`src/logic/hf_pkg.sv`:
```
package hf_pkg;

  localparam int N_SECTIONS     = 4;
  localparam int SECTION_W      = 2;
  localparam int WORD_W         = 32;
  localparam int SECTION_DEPTH  = 16;
  localparam int SECTION_PTR_W  = 4;
  localparam int SECTION_FILL_W = 5;  // Holds 0 to SECTION_DEPTH
  localparam int BANK_INDEX_W   = SECTION_W + SECTION_PTR_W;
  localparam int MEM_ADDR_W     = 12;
  localparam int MEM_DEPTH      = 4096;
  localparam int COUNT_W        = 6;

  typedef logic [WORD_W-1:0]     word_t;
  typedef logic [SECTION_W-1:0]  section_t;
  typedef logic [MEM_ADDR_W-1:0] mem_addr_t;
  typedef logic [COUNT_W-1:0]    count_t;
  typedef logic [N_SECTIONS-1:0] section_mask_t;

  localparam logic [SECTION_FILL_W-1:0] SECTION_FILL_FULL = SECTION_FILL_W'(SECTION_DEPTH);

  // Slot rotation start points
  localparam section_t IN_SLOT_RESET  = 2'd0;
  localparam section_t OUT_SLOT_RESET = 2'd2;

endpackage
```
`src/logic/mvblck_frdram.sv`:
```
`timescale 1ns/1ps

module mvblck_frdram (
  input  logic                  CLK_n,
  input  logic                  RST,
  input  logic                  i_start,
  input  hf_pkg::section_t      i_section,
  input  hf_pkg::mem_addr_t     i_addr,
  input  hf_pkg::count_t        i_count,
  input  hf_pkg::section_mask_t i_full,
  output logic                  o_mem_read,
  output hf_pkg::mem_addr_t     o_mem_addr,
  input  hf_pkg::word_t         i_mem_data,
  output logic                  o_lsab_write,
  output hf_pkg::section_t      o_lsab_section,
  output hf_pkg::word_t         o_lsab_data,
  output logic                  o_done,
  output hf_pkg::count_t        o_count_sent
);

  logic              running;
  logic              word_ready;  // i_mem_data holds the next word
  logic              finished;
  hf_pkg::section_t  section_q;
  hf_pkg::mem_addr_t addr_q;
  hf_pkg::count_t    count_q;
  hf_pkg::count_t    fetched;
  hf_pkg::count_t    written;

  // A full section stalls the write and with it the next fetch
  assign o_lsab_write   = running && word_ready && !i_full[section_q];
  assign o_lsab_section = section_q;
  assign o_lsab_data    = i_mem_data;
  assign o_mem_read     = running && (fetched != count_q) && (!word_ready || o_lsab_write);
  assign o_mem_addr     = addr_q + hf_pkg::mem_addr_t'(fetched);

  assign finished = running && (written == count_q);

  always_ff @(posedge CLK_n)
  begin
    if (i_start && !running)
    begin
      section_q <= i_section;
      addr_q    <= i_addr;
      count_q   <= i_count;
    end
  end

  always_ff @(posedge CLK_n)
  begin
    if (!RST)
    begin
      running      <= 1'b0;
      word_ready   <= 1'b0;
      fetched      <= '0;
      written      <= '0;
      o_done       <= 1'b0;
      o_count_sent <= '0;
    end
    else
    begin
      o_done <= 1'b0;
      if (i_start && !running)
      begin
        running    <= 1'b1;
        word_ready <= 1'b0;
        fetched    <= '0;
        written    <= '0;
      end
      else if (running)
      begin
        if (o_mem_read)
          fetched <= fetched + 1'b1;
        if (o_lsab_write)
          written <= written + 1'b1;

        if (o_mem_read)
          word_ready <= 1'b1;
        else if (o_lsab_write)
          word_ready <= 1'b0;

        if (finished)
        begin
          running      <= 1'b0;
          o_done       <= 1'b1;
          o_count_sent <= written;
        end
      end
    end
  end

endmodule

```
`config.mk`:
```
export PLATFORM = sky130hd
export DESIGN_NAME = mvblck_frdram
export DESIGN_NICKNAME = d
export VERILOG_FILES = /design/src/logic/hf_pkg.sv /design/src/logic/mvblck_frdram.sv
export SDC_FILE = /design/constraint.sdc
export NUM_CORES = 1
export LEC_CHECK = 0
export BUFFER_PORTS_ARGS = -buffer_cell sky130_fd_sc_hd__buf_2
export CAP_MARGIN = 20
export CORE_MARGIN = 3
export CORE_UTILIZATION = 45
export DETAILED_ROUTE_END_ITERATION = 7
export HOLD_SLACK_MARGIN = 0.1
export PLACE_DENSITY = 0.89
export SYNTH_ARGS = -nofsm -noshare
export SYNTH_HDL_FRONTEND = slang
export SYNTH_SLANG_ARGS = --single-unit
```
`constraint.sdc`:
```
create_clock -name CLK_n -period 2.8 [get_ports CLK_n]
set_clock_uncertainty 0.2 [all_clocks]
set_input_delay 0 -clock CLK_n [delete_from_list [all_inputs] [get_ports CLK_n]]
set_output_delay 0 -clock CLK_n [all_outputs]
set_load 0.03 [all_outputs]
```
==> impl_metrics.csv <==
group,metric,value,unit
drt,drtPass1Iterations,4,
cells_and_area,register_area,0.00102,mm^2
outcome,outcome,"finished, final reports clean",
grt,gr-total-overflow,0,
floorplanning,die_y,76.2,um
run,maxCapViolations,0,
floorplanning,rows,24,
timing,worstMarginPinSlew,0.561,ns
drt,viasPerCell,5.09,
clock_network,cts_made_buffers,5,
clock_network,clkTransAtPathRegs,0.08,ns
cells_and_area,final_common_cell,"dlygate4sd3_1",
drt,routedWlPerCell,14.9,um
grt,met1_usage,0.210,
cells_and_area,syn2layout_area_growth,35.6,%
critical_path,worstSetupPathType,"register to output pin",
critical_path,worst_setup_path_start_kind,"register",
cells_and_area,multi_input_comb_area,947,um^2
grt,grt_antenna_before_repair,0,
grt,met3_usage,0.0520,
synth,synth_area,0.00222,mm^2
timing,setup_tns,0,ns
placed_design,post-place-ws,0.141,ns
synth,ys.warnings.count,0,
critical_path,worstPathArrival,2.51,ns
grt,grt_use_total,0.182,
grt,grt_pass1_vias,1851,
drt,drt_iter0_drc,70,
synth,ys_seq_elements,41,
synth,synth-edff-count,20,
synth,ys.flop_type,"dfxtp_1",
floorplanning,design.die.area,0.00581,mm^2
floorplanning,ios,114,
timing,setup_violations,0,
clock_network,cts_root_buffer,"clkbuf_8",
timing,drv_slew,0,
placed_design,gp_congestion,0.823,
power_and_ir_drop,power_leakage,1.26,nW
cells_and_area,diodes,0,
power_and_ir_drop,vdd_drop_max,0.327,mV
floorplanning,dieWidth,76.2,um
cells_and_area,drive_above_1_share,0.264,
placed_design,dpl.hpwl,3.31,mm
grt,grt_busiest_layer,"met2",
synth,synth.avg_cell_area,10.8,um^2
synth,synthCells,205,
placed_design,io_buffers,49,
drt,drc_errors,0,
synth,synth_cell_type_count,44,
clock_network,clk_latency,0.29,ns
timing,fmax,368,MHz
timing,max_slew_margin,0.616,
critical_path,crit_fanout,4,
clock_network,cts_max_level,2,
cells_and_area,fillCellCount,347,
clock_network,cts.sinks,41,
synth,async_flop_share,0,
grt,grt_max_degree,22,
floorplanning,start_util,0.486,
drt,ant_nets,0,
drt,totalWireLength,5.20,mm
timing,min_period,2.71,ns
grt,grt_pass1_wl,8.76,mm
critical_path,worst_ep_required_time,2.60,ns
synth,ys_seq_area_frac,0.460,
synth,syn_nets,273,
power_and_ir_drop,cellPowerDensity,463,mW/mm^2
timing,min_period_over_period,0.969,
timing,hold_violations,0,
cells_and_area,layout_common_cells,"dlygate4sd3_1, buf_2, dfxtp_1",
critical_path,cp-end-kind,"output pin",
min_path,hold_class,"input port to register",
timing,fin_ws,0.0854,ns
clock_network,cts_tree,"done",
drt,num_vias,1778,
floorplanning,core_area,0.00456,mm^2
clock_network,cts_buffer_depth,2,
cells_and_area,fin_nets,351,
grt,grt_use_met2,0.325,
## cell type report
cell class                      instances  area share
Multi-Input combinational cell        123       0.315
Clock inverter                          3      0.0137
Inverter                                5     0.00624
Sequential cell                        41       0.339
Clock buffer                            5      0.0229
Timing Repair Buffer                  107       0.276
Tap cell                               65      0.0270
## where the power goes
part           internal (W)  switching [W]  total, W
registers          0.000652      0.0000194  0.000672
logic              0.000111       0.000151  0.000262
clock network      0.000262       0.000199  0.000461
total               0.00103       0.000369   0.00139
## synthesized netlist by cell type, types with 4 or more instances
| library cell | n | area [um^2] |
|---|---|---|
| a21oi_1 | 9 | 45.0 |
| a22o_1 | 6 | 52.6 |
| buf_4 | 32 | 240 |
| dfxtp_1 | 21 | 420 |
| edfxtp_1 | 20 | 601 |
| ha_1 | 8 | 100 |
| inv_1 | 5 | 18.8 |
| nand2_1 | 12 | 45.0 |
| nand4_1 | 6 | 37.5 |
| nor2_1 | 10 | 37.5 |
| nor3b_1 | 5 | 37.5 |
| o21ai_0 | 4 | 20.0 |
| xnor2_1 | 12 | 105 |
| xor2_1 | 15 | 131 |
## flip-flops by register name, indices dropped and copies added, names as in the netlist
name,count
fetched,6
count_q,6
addr_q,12
o_lsab_section,2
written,6
o_done,1
o_count_sent,6
running,1
word_ready,1
## repair_timing
| action | in CTS | in global routing |
|---|---|---|
| hold endpoints to repair | 69 | 0 |
| pin swaps | 1 | 0 |
| hold buffers | 55 | 0 |
| resized for setup | 4 | 6 |
| endpoints found under the setup margin | 2 | 2 |
| buffers inserted | 1 | 1 |
## critical path, stage by stage (launching register included)
cell,delay (ns)
edfxtp_1,0.38
ha_2,0.21
fa_2,0.35
a21o_1,0.19
a21oi_2,0.16
nor2_2,0.07
or4b_2,0.64
nand3_2,0.09
buf_6,0.13
## through the flow
| step | util | hold slack (ns) | power, W | area [um^2] | std cells |
|---|---|---|---|---|---|
| after floorplan | - | -0.101 | 0.000862 | 2220 | 205 |
| after global placement | 0.504 | -0.200 | 0.000822 | 2300 | 284 |
| after detailed placement | 0.504 | -0.200 | 0.000826 | 2300 | 284 |
| after CTS | 0.653 | 0.124 | 0.00140 | 2980 | 348 |
| after global routing | 0.659 | 0.187 | 0.00146 | 3010 | 349 |
| final | 0.659 | 0.122 | 0.00139 | 3010 | 349 |
## final timing paths
check	depth (start not counted)	end	from	slack, ns
setup / recovery	8	o_mem_addr[10]	addr_q[0]$_DFFE_PP_	0.09
hold / removal	4	word_ready$_SDFFE_PP0P_	i_full[3]	0.12
setup reg to reg	5	fetched[5]$_SDFFE_PP0P_	o_lsab_section[0]$_DFFE_PP_	0.44
hold reg to reg	1	o_count_sent[2]$_SDFFE_PN0P_	o_count_sent[2]$_SDFFE_PN0P_	0.28
## per-layer routing
layer | routed length [um] | vias up
met5 | 0 | -
met2 | 2730 | 88
met3 | 371 | 7
met1 | 2040 | 831
met4 | 57 | 0
li1 | - | 852
## cell families (layout without fill, tap and decap cells)
family / count (synthesis) / count (layout) / share of synthesized area
DFF: 41 / 41 / 0.460
adders and majority gates: 9 / 9 / 0.0541
muxes: 2 / 2 / 0.0147
buffers and inverters: 41 / 120 / 0.123
and+or+nand+nor: 53 / 53 / 0.137
xor gates and xnor gates: 27 / 27 / 0.107
AOI/OAI and AO/OA: 32 / 32 / 0.104
Power figures use the tool's default switching activity.
