<file path="config.mk">
export PLATFORM = sky130hd
export DESIGN_NAME = mvblck_todram
export DESIGN_NICKNAME = d
export VERILOG_FILES = /design/src/logic/hf_pkg.sv /design/src/logic/mvblck_todram.sv
export SDC_FILE = /design/constraint.sdc
export NUM_CORES = 1
export LEC_CHECK = 0
export BUFFER_PORTS_ARGS = -buffer_cell sky130_fd_sc_hd__buf_2
export CAP_MARGIN = 20
export CELL_PAD_IN_SITES_DETAIL_PLACEMENT = 1
export CELL_PAD_IN_SITES_GLOBAL_PLACEMENT = 1
export CORE_ASPECT_RATIO = 1.5
export CORE_MARGIN = 4
export CORE_UTILIZATION = 34
export CTS_CLUSTER_DIAMETER = 50
export DETAILED_ROUTE_END_ITERATION = 8
export PLACE_DENSITY = 0.84
export SLEW_MARGIN = 20
export SYNTH_ARGS = -nofsm -noshare
export SYNTH_HDL_FRONTEND = slang
export SYNTH_SLANG_ARGS = --single-unit
</file>
<file path="constraint.sdc">
create_clock -name CLK_n -period 2.3 [get_ports CLK_n]
set_clock_uncertainty 0.05 [all_clocks]
set_input_delay 0.345 -clock CLK_n [delete_from_list [all_inputs] [get_ports CLK_n]]
set_output_delay 0.345 -clock CLK_n [all_outputs]
set_load 0.1 [all_outputs]
</file>
<file path="src/logic/hf_pkg.sv">
package hf_pkg;

  localparam int N_SECTIONS     = 4;
  localparam int SECTION_W      = 2;
  localparam int WORD_W         = 32;
  localparam int SECTION_DEPTH  = 16;
  localparam int SECTION_PTR_W  = 4;
  localparam int SECTION_FILL_W = 5;  // Holds 0 to SECTION_DEPTH
  localparam int BANK_INDEX_W   = SECTION_W + SECTION_PTR_W;
  localparam int MEM_ADDR_W     = 12;
  localparam int MEM_DEPTH      = 4096;
  localparam int COUNT_W        = 6;

  typedef logic [WORD_W-1:0]     word_t;
  typedef logic [SECTION_W-1:0]  section_t;
  typedef logic [MEM_ADDR_W-1:0] mem_addr_t;
  typedef logic [COUNT_W-1:0]    count_t;
  typedef logic [N_SECTIONS-1:0] section_mask_t;

  localparam logic [SECTION_FILL_W-1:0] SECTION_FILL_FULL = SECTION_FILL_W'(SECTION_DEPTH);

  // Slot rotation start points
  localparam section_t IN_SLOT_RESET  = 2'd0;
  localparam section_t OUT_SLOT_RESET = 2'd2;

endpackage
</file>
<file path="src/logic/mvblck_todram.sv">
`timescale 1ns/1ps

module mvblck_todram (
  input  logic                  CLK_n,
  input  logic                  RST,
  input  logic                  i_start,
  input  hf_pkg::section_t      i_section,
  input  hf_pkg::mem_addr_t     i_addr,
  input  hf_pkg::count_t        i_count,
  input  hf_pkg::section_mask_t i_empty,
  output logic                  o_lsab_read,
  output hf_pkg::section_t      o_lsab_section,
  input  logic                  i_lsab_valid,
  input  hf_pkg::word_t         i_lsab_data,
  output logic                  o_mem_write,
  output hf_pkg::mem_addr_t     o_mem_addr,
  output hf_pkg::word_t         o_mem_data,
  output logic                  o_done,
  output hf_pkg::count_t        o_count_sent,
  output logic                  o_abrupt
);

  logic              running;
  logic              pending;   // Read issued last cycle
  logic              finished;
  hf_pkg::section_t  section_q;
  hf_pkg::mem_addr_t addr_q;
  hf_pkg::count_t    count_q;
  hf_pkg::count_t    issued;
  hf_pkg::count_t    stored;

  assign o_lsab_section = section_q;
  assign o_lsab_read    = running && (issued != count_q) && !i_empty[section_q];
  assign o_mem_write    = running && i_lsab_valid;
  assign o_mem_addr     = addr_q + hf_pkg::mem_addr_t'(stored);  // Wraps
  assign o_mem_data     = i_lsab_data;

  // Full count reached, or section dry with nothing in flight
  assign finished = running && !pending && ((issued == count_q) || i_empty[section_q]);

  always_ff @(posedge CLK_n)
  begin
    if (i_start && !running)
    begin
      section_q <= i_section;
      addr_q    <= i_addr;
      count_q   <= i_count;
    end
  end

  always_ff @(posedge CLK_n)
  begin
    if (!RST)
    begin
      running      <= 1'b0;
      pending      <= 1'b0;
      issued       <= '0;
      stored       <= '0;
      o_done       <= 1'b0;
      o_count_sent <= '0;
      o_abrupt     <= 1'b0;
    end
    else
    begin
      o_done  <= 1'b0;
      pending <= o_lsab_read;
      if (i_start && !running)
      begin
        running <= 1'b1;
        issued  <= '0;
        stored  <= '0;
      end
      else if (running)
      begin
        if (o_lsab_read)
          issued <= issued + 1'b1;
        if (i_lsab_valid)
          stored <= stored + 1'b1;
        if (finished)
        begin
          running      <= 1'b0;
          o_done       <= 1'b1;
          o_count_sent <= issued;
          o_abrupt     <= (issued != count_q);
        end
      end
    end
  end

endmodule

</file>
==> results.cfg, run 1 <==
[place]
portBuffers = 51
gp_congestion = 0.829
place_area_sq_um = 2840
post-place-ws_ps = 12.0
dp_hpwl_mm = 4.16

[sta]
worst_pin_slew_ps = 580
relSlewSlack_pct = 61.2
drv_slew = 0
period_share_pct = 110
period_needed_ps = 2520
fin_hold_ws_ps = 175
fmax_mhz = 396
setup_slack_ps = -224
hold_viol = 0
rsz0062_at_grt = true
setup_viol = 8

[yosys]
ys_seq_elements = 42
synth_nets = 288
async_reset_ff_share_pct = 0
synth_top_area_cell = edfxtp_1
syn_area_per_cell_sq_um = 10.7
synthCells = 219
syn_area_sq_um = 2340
synthFlopType = dfxtp_1
synth_edf_count = 20
synth_warnings = 0
synth_area_leaders = edfxtp_1 26%, dfxtp_1 19%, buf_4 10%
yosysUniqueCellTypes = 47
seq_area_frac_synth_pct = 44.5
yosys.area.top_type_share_pct = 25.7

[setup_path]
path_delay_family = adder cells
path_max_fanout = 5
cpMaxStageDelayCell = edfxtp_1
cp-end-kind = output pin
arrival_ps = 2130
path_buf_inv = 1
startpoint_type = flip-flop
path_cells = ha_4 > fa_2 > a21o_1 > a21oi_4 > nand2b_4 > o311ai_2 > buf_12
crit_type = reg -> out
critPathMaxStageDelay_ps = 420
cp_data_required_time_ps = 1900

[flow_run]
maxCapViolations = 0

[grt]
overflow = 0
grt_max_degree = 26
antenna_found_initial = 0
grt_pass1_vias = 1942
grtUsageTotal_pct = 13.7
grt_pass1_wl_mm = 8.69

[clock_tree]
cts_root_buf = clkbuf_8
clkSinkCount = 42
cts_buffers = 5
worst_skew_pair.late_latency_ps = 290
htreeDepth = 2
clkTransAtPathRegs_ps = 70
cts_tree = built
clockBufferDepth = 2

[floorplan]
start_util_pct = 35.6
die_y_microns = 110
die_area_sq_um = 8300
core_area_sq_um = 6580
io_pins = 116
die_w_microns = 75.7
rows = 36

[detailed_routing]
postRouteWirelength_mm = 5.31
drt_iter0_drc = 26
viasPerCell = 5.23
dr_total_vias = 1757
antenna_left = 0
drc = 0
drtPass1Iterations = 4
wl_per_cell_microns = 15.8

[run_status]
violations = setup timing
status = finished with violations

[pwr]
peakVddDrop_mv = 0.429
p_leak_nw = 1.27
p_per_area_nw_per_um2 = 568

[final_layout]
drive_above_1_share_pct = 40.0
diodes = 0
finalInstanceArea_sq_um = 3100
syn_to_final_growth_pct = 32.7
final_common_cell = buf_2
finalNetCount = 328
layout_common_cells = 40 x buf_2, 21 x dfxtp_1, 20 x edfxtp_1
final_core_util_pct = 47.2

[hold_path]
hp-class = in -> reg
[kinds of logic (layout without fill, tap and decap cells)]
group                      Yosys count  after routing  share of synthesized area [%]
and+or+nand+nor                     61             61                           14.9
xor gates and xnor gates            17             17                           6.36
muxes                                7              7                           3.53
adders and majority gates            9              9                           5.13
AOI/OAI and AO/OA                   39             39                           13.4
DFF                                 42             42                           44.5
buffers and inverters               44             85                           12.2
[power by group]
part | switching, W | internal, W | leakage [nW] | total, W
clock | 0.000224 | 0.000244 | 0.0455 | 0.000468
sequential | 0.0000277 | 0.000818 | 0.370 | 0.000845
combinational | 0.000288 | 0.000160 | 0.852 | 0.000448
[per-layer routing]
layer / vias to the layer above / global-route usage (%) / share of wire (%)
li1: 841 / - / -
met1: 844 / 13.8 / 36
met2: 46 / 25.3 / 57
met3: 26 / 2.56 / 3.9
met4: 0 / 7.63 / 3.4
met5: - / 0 / 0
[metrics by stage]
step	std cells	setup TNS (ps)	power (W)
4_1_cts	334	-1330	0.00178
6_report	336	-1300	0.00176
3_5_place_dp	320	0	0.00129
2_1_floorplan	219	-6640	0.00142
5_1_grt	336	-1990	0.00185
3_3_place_gp	320	0	0.00128
[sequential cells by signal, indices dropped and copies added, names as in the netlist]
name,count
o_done,1
o_abrupt,1
o_lsab_section,2
addr_q,12
o_count_sent,6
issued,6
running,1
stored,6
count_q,6
pending,1
[worst paths after layout]
kind                      from              end  slack (ps)  cells after the start
max                  addr_q[0]    o_mem_addr[8]        -220                      7
min                  i_addr[2]        addr_q[2]         180                      1
max reg2reg  o_lsab_section[0]  o_count_sent[0]         360                      5
min reg2reg    o_count_sent[1]  o_count_sent[1]         430                      1
[synthesized netlist by cell type (2+ instances only)]
cell / instances
nand4_1: 4
nand3_1: 4
edfxtp_1: 20
and2_1: 3
a21o_1: 2
mux2i_1: 6
and3_1: 3
xor2_1: 11
dfxtp_1: 22
a31oi_1: 2
or3_1: 5
nor2b_1: 3
nor2_1: 8
a22o_1: 7
a211oi_1: 3
nor3b_1: 5
nand2_1: 14
a2111oi_0: 2
ha_1: 8
nand2b_1: 5
inv_1: 6
buf_4: 32
clkbuf_1: 5
o311ai_0: 2
o21ai_0: 5
a21oi_1: 5
xnor2_1: 6
o211ai_1: 2
[layout make-up]
type / count / area (sq um)
clock buffer: 8 / 90.1
tap: 76 / 95.1
sequential: 42 / 1040
multi-input combinational: 133 / 1260
timing repair buffer: 71 / 587
fill: 702 / 3470
inverter: 6 / 22.5
[timing repair]
action / in CTS / in global routing
buffers inserted: 6 / 2
setup endpoints to repair: 9 / 9
gates resized for setup: 8 / 8
gates cloned: 0 / 0
pin swaps: 12 / 3
hold buffers: 0 / 0
Power figures use the tool's default switching activity.
==> inputs of run 2 (changes only) <==
--- a/config.mk
+++ b/config.mk
@@ -5,16 +5,17 @@
 export SDC_FILE = /design/constraint.sdc
 export NUM_CORES = 1
 export LEC_CHECK = 0
+export ABC_AREA = 1
 export BUFFER_PORTS_ARGS = -buffer_cell sky130_fd_sc_hd__buf_2
 export CAP_MARGIN = 20
 export CELL_PAD_IN_SITES_DETAIL_PLACEMENT = 1
 export CELL_PAD_IN_SITES_GLOBAL_PLACEMENT = 1
 export CORE_ASPECT_RATIO = 1.5
 export CORE_MARGIN = 4
-export CORE_UTILIZATION = 34
+export CORE_UTILIZATION = 32
 export CTS_CLUSTER_DIAMETER = 50
 export DETAILED_ROUTE_END_ITERATION = 8
-export PLACE_DENSITY = 0.84
+export PLACE_DENSITY = 0.83
 export SLEW_MARGIN = 20
 export SYNTH_ARGS = -nofsm -noshare
 export SYNTH_HDL_FRONTEND = slang
==> results.cfg, run 2 <==
[run_status]
status = finished with violations
violations = setup timing

[clock_tree]
cts_root_buf = clkbuf_8
clkTransAtPathRegs_ps = 90
cts_tree = built
clkSinkCount = 42
htreeDepth = 2
clockBufferDepth = 2
cts_buffers = 5
worst_skew_pair.late_latency_ps = 300

[sta]
setup_tns_ps = -669
relSlewSlack_pct = 67.6
rsz0062_at_grt = true
hold_viol = 0
drv_slew = 0
setup_slack_ps = -184
setup_viol = 5
fmax_mhz = 403
worst_pin_slew_ps = 489
period_share_pct = 108
period_needed_ps = 2480

[yosys]
async_reset_ff_share_pct = 0
synth_nets = 347
seq_area_frac_synth_pct = 44.0
synth_top_area_cell = edfxtp_1
synth_most_common_cell = nand2_1
yosys.area.top_type_share_pct = 25.4
synth_warnings = 0
yosysUniqueCellTypes = 24
synthCells = 278
syn_area_sq_um = 2370
synth_commonest_cells = 64 x nand2_1, 35 x buf_4, 23 x inv_1, 22 x dfxtp_1, 20 x edfxtp_1
synth_area_leaders = edfxtp_1 25%, dfxtp_1 19%, buf_4 11%
synthFlopType = dfxtp_1
synth_edf_count = 20
ys_seq_elements = 42
syn_area_per_cell_sq_um = 8.51

[final_layout]
final_common_cell = nand2_1
drive_above_1_share_pct = 41.5
final_core_util_pct = 43.5
layout_common_cells = 60 x nand2_1, 40 x buf_2, 20 x inv_1, 20 x edfxtp_1
syn_to_final_growth_pct = 32.8
finalNetCount = 386
largest_reg_flops = 12
diodes = 0
top_register = addr_q

[place]
gp_congestion = 0.830
portBuffers = 51
post-place-ws_ps = 32.1
dp_hpwl_mm = 4.42

[setup_path]
crit_type = reg -> out
path_max_fanout = 3
startpoint_type = flip-flop
cp-end-kind = output pin
arrival_ps = 2090
cp_data_required_time_ps = 1900

[detailed_routing]
dr_total_vias = 1954
drtPass1Iterations = 4
viasPerCell = 4.67
postRouteWirelength_mm = 5.85
antenna_left = 0
drc = 0
wl_per_cell_microns = 14.0
drt_iter0_drc = 39

[floorplan]
core_area_sq_um = 7230
start_util_pct = 32.7
rows = 38
io_pins = 116
die_area_sq_um = 8860
die_y_microns = 113
die_w_microns = 78.2

[pwr]
p_per_area_nw_per_um2 = 574
p_leak_nw = 1.36
peakVddDrop_mv = 0.320
power_w = 0.00180

[hold_path]
hp-class = in -> reg

[grt]
grtUsageTotal_pct = 13.5
grt_pass1_wl_mm = 9.48
grt_max_degree = 21
grt_pass1_vias = 2056
antenna_found_initial = 0
overflow = 0

[flow_run]
maxCapViolations = 0
[run 2: path summary, 6_finish.rpt]
check | to | cells after the start | slack, ps | start
setup reg to reg | stored[5] | 8 | 770 | running
hold reg to reg | o_count_sent[5] | 2 | 420 | o_count_sent[5]
setup / recovery | o_mem_addr[6] | 7 | -180 | addr_q[1]
hold / removal | addr_q[0] | 1 | 170 | i_addr[0]
[run 2: area by class of cell]
| type | count | area [sq um] |
|---|---|---|
| flip-flops and latches | 42 | 1050 |
| fillers | 865 | 4080 |
| multi-input cells | 171 | 1220 |
| repair buffers | 69 | 533 |
| inverters | 28 | 111 |
| well taps | 100 | 125 |
| clock inverters | 2 | 13.8 |
| clock buffers | 6 | 93.8 |
[run 2: cell families after synthesis]
family / synth area share [%]
simple gates: 25.8
buf+inv: 15.9
flops: 44.0
compound gates: 4.44
xor+xnor: 4.81
fa+ha+maj: 5.08
[run 2: metrics by stage]
stage | cells | hold slack (ps) | instance area (sq um)
floorplan | 278 | 376 | 2540
global route | 418 | 149 | 3140
global placement | 398 | 395 | 2810
CTS | 414 | 159 | 3090
finish | 418 | 168 | 3140
detailed placement | 398 | 405 | 2810
[run 2: per-layer routing]
metal / track usage, % / routed length [microns] / share of wire, %
met4: 6.53 / 199 / 3.4
met2: 26.4 / 3330 / 57
met3: 2.55 / 230 / 3.9
met5: 0 / 0 / 0
met1: 13.3 / 2100 / 36
[run 2: power by group]
part / switching, W / internal (W) / leakage, nW
clock: 0.000262 / 0.000282 / 0.0567
sequential: 0.0000309 / 0.000819 / 0.372
combinational: 0.000286 / 0.000126 / 0.934
[run 2: worst max-delay path: stages (launching register included)]
cell and delay (ps):
edfxtp_1 410, buf_4 160, fa_2 420, nand4_1 90, o211ai_1 160, buf_4 200, xor2_4 180, buf_12 180
[run 2: repair_timing]
item	in CTS	in global routing
pin swaps	13	11
gates resized for setup	27	10
endpoints found under the setup margin	9	12
hold buffers	0	0
setup buffers	8	4
