$ cat src/logic/hf_pkg.sv
package hf_pkg;

  localparam int N_SECTIONS     = 4;
  localparam int SECTION_W      = 2;
  localparam int WORD_W         = 32;
  localparam int SECTION_DEPTH  = 16;
  localparam int SECTION_PTR_W  = 4;
  localparam int SECTION_FILL_W = 5;  // Holds 0 to SECTION_DEPTH
  localparam int BANK_INDEX_W   = SECTION_W + SECTION_PTR_W;
  localparam int MEM_ADDR_W     = 12;
  localparam int MEM_DEPTH      = 4096;
  localparam int COUNT_W        = 6;

  typedef logic [WORD_W-1:0]     word_t;
  typedef logic [SECTION_W-1:0]  section_t;
  typedef logic [MEM_ADDR_W-1:0] mem_addr_t;
  typedef logic [COUNT_W-1:0]    count_t;
  typedef logic [N_SECTIONS-1:0] section_mask_t;

  localparam logic [SECTION_FILL_W-1:0] SECTION_FILL_FULL = SECTION_FILL_W'(SECTION_DEPTH);

  // Slot rotation start points
  localparam section_t IN_SLOT_RESET  = 2'd0;
  localparam section_t OUT_SLOT_RESET = 2'd2;

endpackage
$ cat src/logic/hf_scheduler.sv
`timescale 1ns/1ps

module hf_scheduler (
  input  logic              CLK_n,
  input  logic              RST,
  input  logic              i_cmd_valid,
  input  logic              i_cmd_dir,
  input  hf_pkg::section_t  i_cmd_section,
  input  hf_pkg::mem_addr_t i_cmd_addr,
  input  hf_pkg::count_t    i_cmd_count,
  output logic              o_busy,
  output hf_pkg::section_t  o_in_slot,
  output hf_pkg::section_t  o_out_slot,
  output logic              o_fill_start,
  output logic              o_empty_start,
  output hf_pkg::section_t  o_section,
  output hf_pkg::mem_addr_t o_addr,
  output hf_pkg::count_t    o_count,
  input  logic              i_fill_done,
  input  hf_pkg::count_t    i_fill_count,
  input  logic              i_fill_abrupt,
  input  logic              i_empty_done,
  input  hf_pkg::count_t    i_empty_count,
  output logic              o_done,
  output hf_pkg::count_t    o_done_count,
  output logic              o_done_abrupt
);

  logic accept;
  logic mover_done;

  assign accept     = i_cmd_valid && !o_busy;  // Dropped while busy
  assign mover_done = i_fill_done || i_empty_done;

  // Command fields for the movers
  always_ff @(posedge CLK_n)
  begin
    if (accept)
    begin
      o_section <= i_cmd_section;
      o_addr    <= i_cmd_addr;
      o_count   <= i_cmd_count;
    end
  end

  // -----------------------------------------------
  // Slots, dispatch and completion
  always_ff @(posedge CLK_n)
  begin
    if (!RST)
    begin
      o_in_slot     <= hf_pkg::IN_SLOT_RESET;
      o_out_slot    <= hf_pkg::OUT_SLOT_RESET;
      o_busy        <= 1'b0;
      o_fill_start  <= 1'b0;
      o_empty_start <= 1'b0;
      o_done        <= 1'b0;
      o_done_count  <= '0;
      o_done_abrupt <= 1'b0;
    end
    else
    begin
      o_in_slot     <= o_in_slot + 1'b1;  // Wraps at 4
      o_out_slot    <= o_out_slot + 1'b1;
      o_fill_start  <= accept && !i_cmd_dir;
      o_empty_start <= accept && i_cmd_dir;
      o_done        <= mover_done;

      if (accept)
        o_busy <= 1'b1;
      else if (mover_done)
        o_busy <= 1'b0;

      if (i_fill_done)
      begin
        o_done_count  <= i_fill_count;
        o_done_abrupt <= i_fill_abrupt;
      end
      else if (i_empty_done)
      begin
        o_done_count  <= i_empty_count;
        o_done_abrupt <= 1'b0;   // Empty side always finishes
      end
    end
  end

endmodule

$ cat config.mk
export PLATFORM = sky130hd
export DESIGN_NAME = hf_scheduler
export DESIGN_NICKNAME = d
export VERILOG_FILES = /design/src/logic/hf_pkg.sv /design/src/logic/hf_scheduler.sv
export SDC_FILE = /design/constraint.sdc
export NUM_CORES = 1
export LEC_CHECK = 0
export ABC_CLOCK_PERIOD_IN_PS = 4350
export BUFFER_PORTS_ARGS = -buffer_cell sky130_fd_sc_hd__buf_2
export CAP_MARGIN = 20
export CORE_UTILIZATION = 35
export CTS_CLUSTER_DIAMETER = 150
export DETAILED_ROUTE_END_ITERATION = 12
export PLACE_DENSITY = 0.67
export SYNTH_ARGS = -nofsm -noshare
export SYNTH_HDL_FRONTEND = slang
export SYNTH_SLANG_ARGS = --single-unit
$ cat constraint.sdc
create_clock -name CLK_n -period 4.35 [get_ports CLK_n]
set_clock_uncertainty 0.15 [all_clocks]
set_input_delay 0.2175 -clock CLK_n [delete_from_list [all_inputs] [get_ports CLK_n]]
set_output_delay 0.2175 -clock CLK_n [all_outputs]
set_load 0.03 [all_outputs]
==> metrics.yaml, run 1 <==
finalCritPeriodShare_pct: 37.4
cp.required_ns: 4.15
syn_inst: 71
cts_tree: "built"
synth_area_um2: 1210
row_count: 21
slowest_delay_ns: 0.76
routed_wl_um: 2440
crit_chain: "nor2b_2"
ff2ff_path_depth: 1
worstHoldEndpoint: "o_out_slot[1]"
powerDensity_nw_per_um2: 385
syn_nets: 110
synth.largest_area_cell: "edfxtp_1"
core-area_um2: 3340
drt_iter0_markers: 13
drt_first_pass_iters: 4
min_path_type: "in2reg"
synth_cell_type_count: 18
rsz0062_at_grt: "false"
ys_ff_latch: 35
ys_warn_count: 0
rrSetupSlack_ns: 2.72
setup_violations: 0
cp-startpoint: "o_busy"
clkPwrFrac_pct: 31.7
arrival_ns: 1.43
status: "complete, no violations"
finalMaxSlewViolations: 0
cp-start-kind: "register"
placed_area_um2: 1620
switching_share_pct: 24.0
clock_path_buffers: 2
grt_max_degree: 24
grt_antenna_before_repair: 0
area_growth_pct: 58.6
drc: 0
synthTopCellsByArea: "edfxtp_1, dfxtp_1, mux2_4, o211a_1, nand2b_1"
place_hpwl_um: 1570
cts_setup_buffers: 0
antenna_cells: 0
final-hold-violation-count: 0
die_w_um: 60.9
cts.sinks: 35
cts-resized-gates: 0
design_area_um2: 1920
maxCapViolations: 0
fp.dieH_um: 60.9
seq_area_frac_synth_pct: 74.2
max_clock_freq_mhz: 615
overflow: 0
dieArea_um2: 3710
cp_top_family: "simple AND/OR/NAND/NOR gates"
io_buffers: 73
layout.nets: 209
seq_area_um2: 901
wl_per_cell_um: 11.2
timing.rr.start: "o_busy"
worstPathBufferInverterCount: 0
clock_latency_ns: 0.32
multi_input_area_um2: 294
n_fill_cell: 280
reg2reg_to: "o_section[1]"
whs_path_depth: 2
grt_pass1_wl_um: 3530
gp_congestion: 0.635
grt_pass1_vias: 825
relSlewSlack_pct: 34.9
power_leakage_nw: 0.928
fin_util_pct: 57.7
grtUsageTotal_pct: 13.8
finalCriticalPeriod_ns: 1.63
boundaryPins: 74
viasPerCell: 4.29
clockRootBuffer: "clkbuf_4"
crit_slowest_cell: "nor2b_2"
synth_top_area_share_pct: 49.5
tightest_slew_ns: 0.971
num_vias: 932
postCtsHoldBufs: 22
dpl.cell_count: 187
internal_power_uw: 564
pwr-share-seq_pct: 51.4
antenna_left: 0
path_class: "reg2reg"
stdcell_count: 217
tns_ns: 0
start_util_pct: 36.4
p_comb_share_pct: 16.9
ir_drop_v: 0.000131
h-tree-depth: 2
worstHoldStart: "RST"
syn_area_per_cell_um2: 17.1
cts_inserted_buffers: 5
drive_gt1_share_pct: 51.5
cp_max_fo: 23
path_clk_slew_ns: 0.10
switchingPower_uw: 178
endpoint_kind: "register"
how the worst max path moves through the flow:
| stage | slack (ns) | end | depth (start not counted) |
|---|---|---|---|
| 3_5_place_dp | 2.70 | o_addr[9] | 1 |
| 5_1_grt | 2.60 | o_section[1] | 1 |
| 6_report | 2.72 | o_section[1] | 1 |
| 2_1_floorplan | 2.36 | o_addr[0] | 1 |
| 4_1_cts | 2.68 | o_addr[9] | 1 |
| 3_3_place_gp | 2.75 | o_addr[9] | 2 |
metal layers:
layer	up-vias	GRT usage [%]	wire, µm
met5	-	0	0
met4	0	5.84	36
met3	6	7.68	286
met2	61	24.3	1160
met1	411	13.1	952
li1	454	-	-
stage by stage:
stage | power, mW | hold slack [ns] | worst slack, ns
2_1_floorplan | 0.460 | 0.166 | 2.36
3_3_place_gp | 0.497 | 0.247 | 2.75
3_5_place_dp | 0.499 | 0.246 | 2.70
4_1_cts | 0.753 | 0.00584 | 2.68
5_1_grt | 0.777 | 0.0227 | 2.60
6_report | 0.742 | 0.0247 | 2.72
cell families (layout without fill, tap and decap cells):
logic type      after synthesis  count (layout)  share of synthesized area, %
simple gates                 16              16                          8.35
buf+inv                       3             103                          1.75
mux                           6               6                          7.42
compound gates                9               9                          6.80
xor+xnor                      2               2                          1.44
flops                        35              35                          74.2
layout by cell type, fill, tap and decap left out:
cell type	Yosys	layout
buf_2	2	73
dlygate4sd3_1	0	22
edfxtp_1	20	20
dfxtp_1	15	15
mux2_4	6	6
nand2b_1	6	6
o211a_1	6	6
clkbuf_4	0	5
o21a_1	2	2
nand2_1	2	2
nor2b_1	3	2
nor2b_2	0	1
nor3b_1	1	1
xor2_1	1	1
and2_1	1	1
xnor2_1	1	1
and3b_1	1	1
and3_1	1	1
or3b_1	1	1
a21boi_1	1	1
bufinv_16	0	1
clkbuf_8	0	1
clkinv_2	0	1
sequential cells by signal, summed over array words and instances, names as in the netlist:
signal,count
o_done_abrupt,1
o_in_slot,2
o_done,1
o_section,2
o_count,6
o_empty_start,1
o_busy,1
o_out_slot,2
o_done_count,6
o_fill_start,1
o_addr,12
cell usage after synthesis:
cell type / count
dfxtp_1: 15
buf_6: 1
nand2b_1: 6
xnor2_1: 1
or3b_1: 1
nand2_1: 2
and3_1: 1
o211a_1: 6
edfxtp_1: 20
mux2_4: 6
and3b_1: 1
and2_1: 1
buf_2: 2
nor3b_1: 1
o21a_1: 2
xor2_1: 1
a21boi_1: 1
nor2b_1: 3
area by class of cell:
cell class / count / area share (%)
flip-flops and latches: 35 / 46.8
repair buffers: 95 / 30.4
multi-input cells: 33 / 15.3
well taps: 46 / 2.99
clock buffers: 6 / 2.67
clock inverters: 2 / 1.82
power groups by stage:
stage	sequential, mW	clock, mW	combinational, mW
after floorplan	0.432	0	0.0285
after global placement	0.388	0	0.109
after detailed placement	0.389	0	0.111
after CTS	0.381	0.246	0.126
after global routing	0.384	0.258	0.136
final	0.381	0.235	0.126
Power figures use the tool's default switching activity.
==> inputs of run 2 (changes only) <==
--- a/config.mk
+++ b/config.mk
@@ -5,13 +5,14 @@
 export SDC_FILE = /design/constraint.sdc
 export NUM_CORES = 1
 export LEC_CHECK = 0
-export ABC_CLOCK_PERIOD_IN_PS = 4350
+export ABC_AREA = 1
+export ABC_CLOCK_PERIOD_IN_PS = 1650
 export BUFFER_PORTS_ARGS = -buffer_cell sky130_fd_sc_hd__buf_2
 export CAP_MARGIN = 20
 export CORE_UTILIZATION = 35
 export CTS_CLUSTER_DIAMETER = 150
 export DETAILED_ROUTE_END_ITERATION = 12
-export PLACE_DENSITY = 0.67
+export PLACE_DENSITY = 0.68
 export SYNTH_ARGS = -nofsm -noshare
 export SYNTH_HDL_FRONTEND = slang
 export SYNTH_SLANG_ARGS = --single-unit
==> constraint.sdc (replaced) <==
create_clock -name CLK_n -period 1.65 [get_ports CLK_n]
set_clock_uncertainty 0.15 [all_clocks]
set_input_delay 0.0825 -clock CLK_n [delete_from_list [all_inputs] [get_ports CLK_n]]
set_output_delay 0.0825 -clock CLK_n [all_outputs]
set_load 0.03 [all_outputs]
==> run 2 against run 1 <==
Against the previous run:
- the flow now finishes with violations (hold timing)
- sequential share of layout area decreased by 2.9 points
- synthesized cell count grew 34%
- final cell count rose by 19%
- via count rose by 16%
- critical endpoint is now o_done_count[1]
- worst setup slack got worse by 2.7 ns
- combinational power rose to 2.9 times the previous value
- non-clock buffer count up 20
- first-iteration DRC count decreased by 7.7%
- global-route usage up 2.6 points
- highest routed layer unchanged
- utilization rose by 8.0 points
- count of clock-buffer cells in the layout is 1 lower
- register-to-register slack worse by 2.5 ns
==> metrics.yaml, run 2 <==
netlist_top_cells_count: "nand2_1, edfxtp_1, dfxtp_1"  # was edfxtp_1, dfxtp_1, mux2_4, nand2b_1, o211a_1
overflow: 0  # unchanged
status: "finished with violations"  # was complete, no violations
core-area_um2: 3130  # was 3340 µm²
max_clock_freq_mhz: 630
grt_pass1_vias: 1051  # was 825
dieArea_um2: 3630  # was 3710 µm²
cp.required_ns: 1.77  # was 4.15 ns
grt_pass1_wl_um: 4160  # was 3530 µm
synth_cell_type_count: 12  # was 18
switchingPower_uw: 483  # was 178 µW
post-route-worst-setup-slack_ns: 0.0626  # was 2.72 ns
finalCritPeriodShare_pct: 96.2
p_comb_share_pct: 20.5  # was 16.9%
internal_power_mw: 1.30  # was 564 µW
hold_ws_ns: -0.0487  # was 0.0247 ns
cp_max_fo: 8  # was 23
synthFlopType: "edfxtp_1"  # unchanged
drt_iter0_markers: 12  # was 13
final_cell_mix: "buf_2, dlygate4sd3_1, nand2_1"  # was buf_2, dlygate4sd3_1, edfxtp_1
tightest_slew_ns: 0.241  # was 0.971 ns
finalMaxSlewViolations: 0  # unchanged
die_w_um: 60.3  # was 60.9 µm
io_buffers: 73  # unchanged
final-hold-violation-count: 1  # was 0
drive_gt1_share_pct: 40.5  # was 51.5%
clock_latency_ns: 0.31  # was 0.32 ns
largest_reg_flops: 12  # unchanged
ir_drop_v: 0.000496  # was 0.000131 V
boundaryPins: 74  # unchanged
ys_ff_latch: 35  # unchanged
min_path_type: "in2reg"  # unchanged
switching_share_pct: 27.0  # was 24.0%
start_util_pct: 38.0  # was 36.4%
synth.largest_area_cell: "edfxtp_1"  # unchanged
wl_per_cell_um: 10.6  # was 11.2 µm
cts_tree: "built"  # unchanged
fp.dieH_um: 60.3  # was 60.9 µm
clockRootBuffer: "clkbuf_4"  # unchanged
postSynth.asyncResetShare_pct: 0  # unchanged
grt_antenna_before_repair: 0  # unchanged
syn_inst: 95  # was 71
finalCriticalPeriod_ns: 1.59
cts_inserted_buffers: 5  # unchanged
path_class: "in2reg"  # was reg2reg
routed_wl_um: 2760  # was 2440 µm
h-tree-depth: 2  # unchanged
cts.sinks: 35  # unchanged
reg_top3: "o_addr x12, o_count x6, o_done_count x6"  # unchanged
seq_area_frac_synth_pct: 75.8  # was 74.2%
maxCapViolations: 0  # unchanged
antenna_cells: 0  # unchanged
power_leakage_nw: 1.01  # was 0.928 nW
cp-start-kind: "primary input"  # was register
arrival_ns: 1.71  # was 1.43 ns
yosysMostFrequentCell: "nand2_1"  # was edfxtp_1
n_fill_cell: 235  # was 280
clock_path_buffers: 2  # unchanged
area_growth_pct: 72.7  # was 58.6%
layout.nets: 253  # was 209
relSlewSlack_pct: 83.9  # was 34.9%
synth_top_area_share_pct: 50.5  # was 49.5%
syn_nets: 134  # was 110
num_vias: 1080  # was 932
viasPerCell: 4.17  # was 4.29
gp_congestion: 0.672  # was 0.635
drc: 0  # unchanged
endpoint_kind: "register"  # unchanged
row_count: 20  # was 21
setup_violations: 0  # unchanged
violations: "hold timing"
synth_edf_count: 20  # unchanged
drt_first_pass_iters: 4  # unchanged
regMostFlops: "o_addr"  # unchanged
place_ws_ns: 0.473  # was 2.70 ns
pwr-share-seq_pct: 56.2  # was 51.4%
path_clk_slew_ns: 0.10  # about the same
rsz0062_at_grt: "false"  # unchanged
tns_ns: 0  # unchanged
grt_max_degree: 21  # was 24
clkPwrFrac_pct: 23.3  # was 31.7%
synth_area_um2: 1190  # was 1210 µm²
powerDensity_nw_per_um2: 870  # was 385 nW/µm²
final_common_cell: "buf_2"  # unchanged
grtUsageTotal_pct: 16.4  # was 13.8%
synthTopCellsByArea: "edfxtp_1, dfxtp_1, nand2_1, nand3_1, inv_1"  # was edfxtp_1, dfxtp_1, mux2_4, o211a_1, nand2b_1
syn_area_per_cell_um2: 12.5  # was 17.1 µm²
place_hpwl_um: 1730  # was 1570 µm
antenna_left: 0  # unchanged
ys_warn_count: 0  # unchanged
run 2: through the flow:
step                      instance area, µm²  total power, mW  instances  utilization, %
after floorplan                         1190             1.20         95               -
after global placement                  1590             1.30        210            50.8
after detailed placement                1590             1.31        210            50.8
after CTS                               2040             1.81        258            65.3
after global routing                    2050             1.88        259            65.6
final                                   2050             1.79        259            65.6
run 2: cell type report:
| type | count | area [µm²] | area share (%) |
|---|---|---|---|
| Timing Repair Buffer | 115 | 785 | 38.2 |
| Sequential cell | 35 | 901 | 43.9 |
| Inverter | 10 | 37.5 | 1.83 |
| Multi-Input combinational cell | 47 | 223 | 10.8 |
| Clock inverter | 3 | 15.0 | 0.731 |
| Tap cell | 44 | 55.1 | 2.68 |
| Clock buffer | 5 | 37.5 | 1.83 |
run 2: power groups by stage:
stage                     Combinational, mW  Sequential [mW]  Clock [mW]
after floorplan                      0.0685             1.14           0
after global placement                0.281             1.02           0
after detailed placement              0.284             1.02           0
after CTS                             0.364             1.00       0.440
after global routing                  0.395             1.01       0.477
final                                 0.367             1.00       0.416
run 2: cells by family (layout without fill, tap and decap cells):
logic type             Yosys count  count (layout)  synth area share, %
buffers and inverters           13             133                 5.68
XOR/XNOR                         2               2                 1.47
AO/OA/AOI/OAI                    1               1                0.421
AND/OR/NAND/NOR                 44              44                 16.6
flip-flops                      35              35                 75.8
run 2: worst paths after layout:
path | startpoint | endpoint | slack, ns | cells past startpoint
worst max register to register | o_busy | o_empty_start | 0.23 | 4
worst min-delay path | i_empty_count[2] | o_done_count[2] | -0.05 | 5
worst max-delay path | i_empty_done | o_done_count[1] | 0.06 | 8
worst min register to register | o_out_slot[0] | o_out_slot[0] | 0.31 | 1
run 2: metal layers:
| layer | track usage (%) | routed length (µm) |
|---|---|---|
| met1 | 15.8 | 1110 |
| met2 | 30.0 | 1310 |
| met3 | 6.06 | 278 |
| met4 | 7.97 | 56 |
| met5 | 0 | 0 |
run 2: repair_timing:
item,in CTS,in global routing
endpoints found under the hold margin,32,0
buffers inserted,0,2
hold buffers,40,0
resized for setup,0,3
setup endpoints to repair,0,6
run 2: worst max-delay path, cell delays in order:
cell	delay, ns
dlygate4sd3_1	0.55
buf_6	0.15
nor2_8	0.15
nand2_1	0.07
nand3_1	0.06
dlygate4sd3_1	0.54
nand2_1	0.05
inv_1	0.05
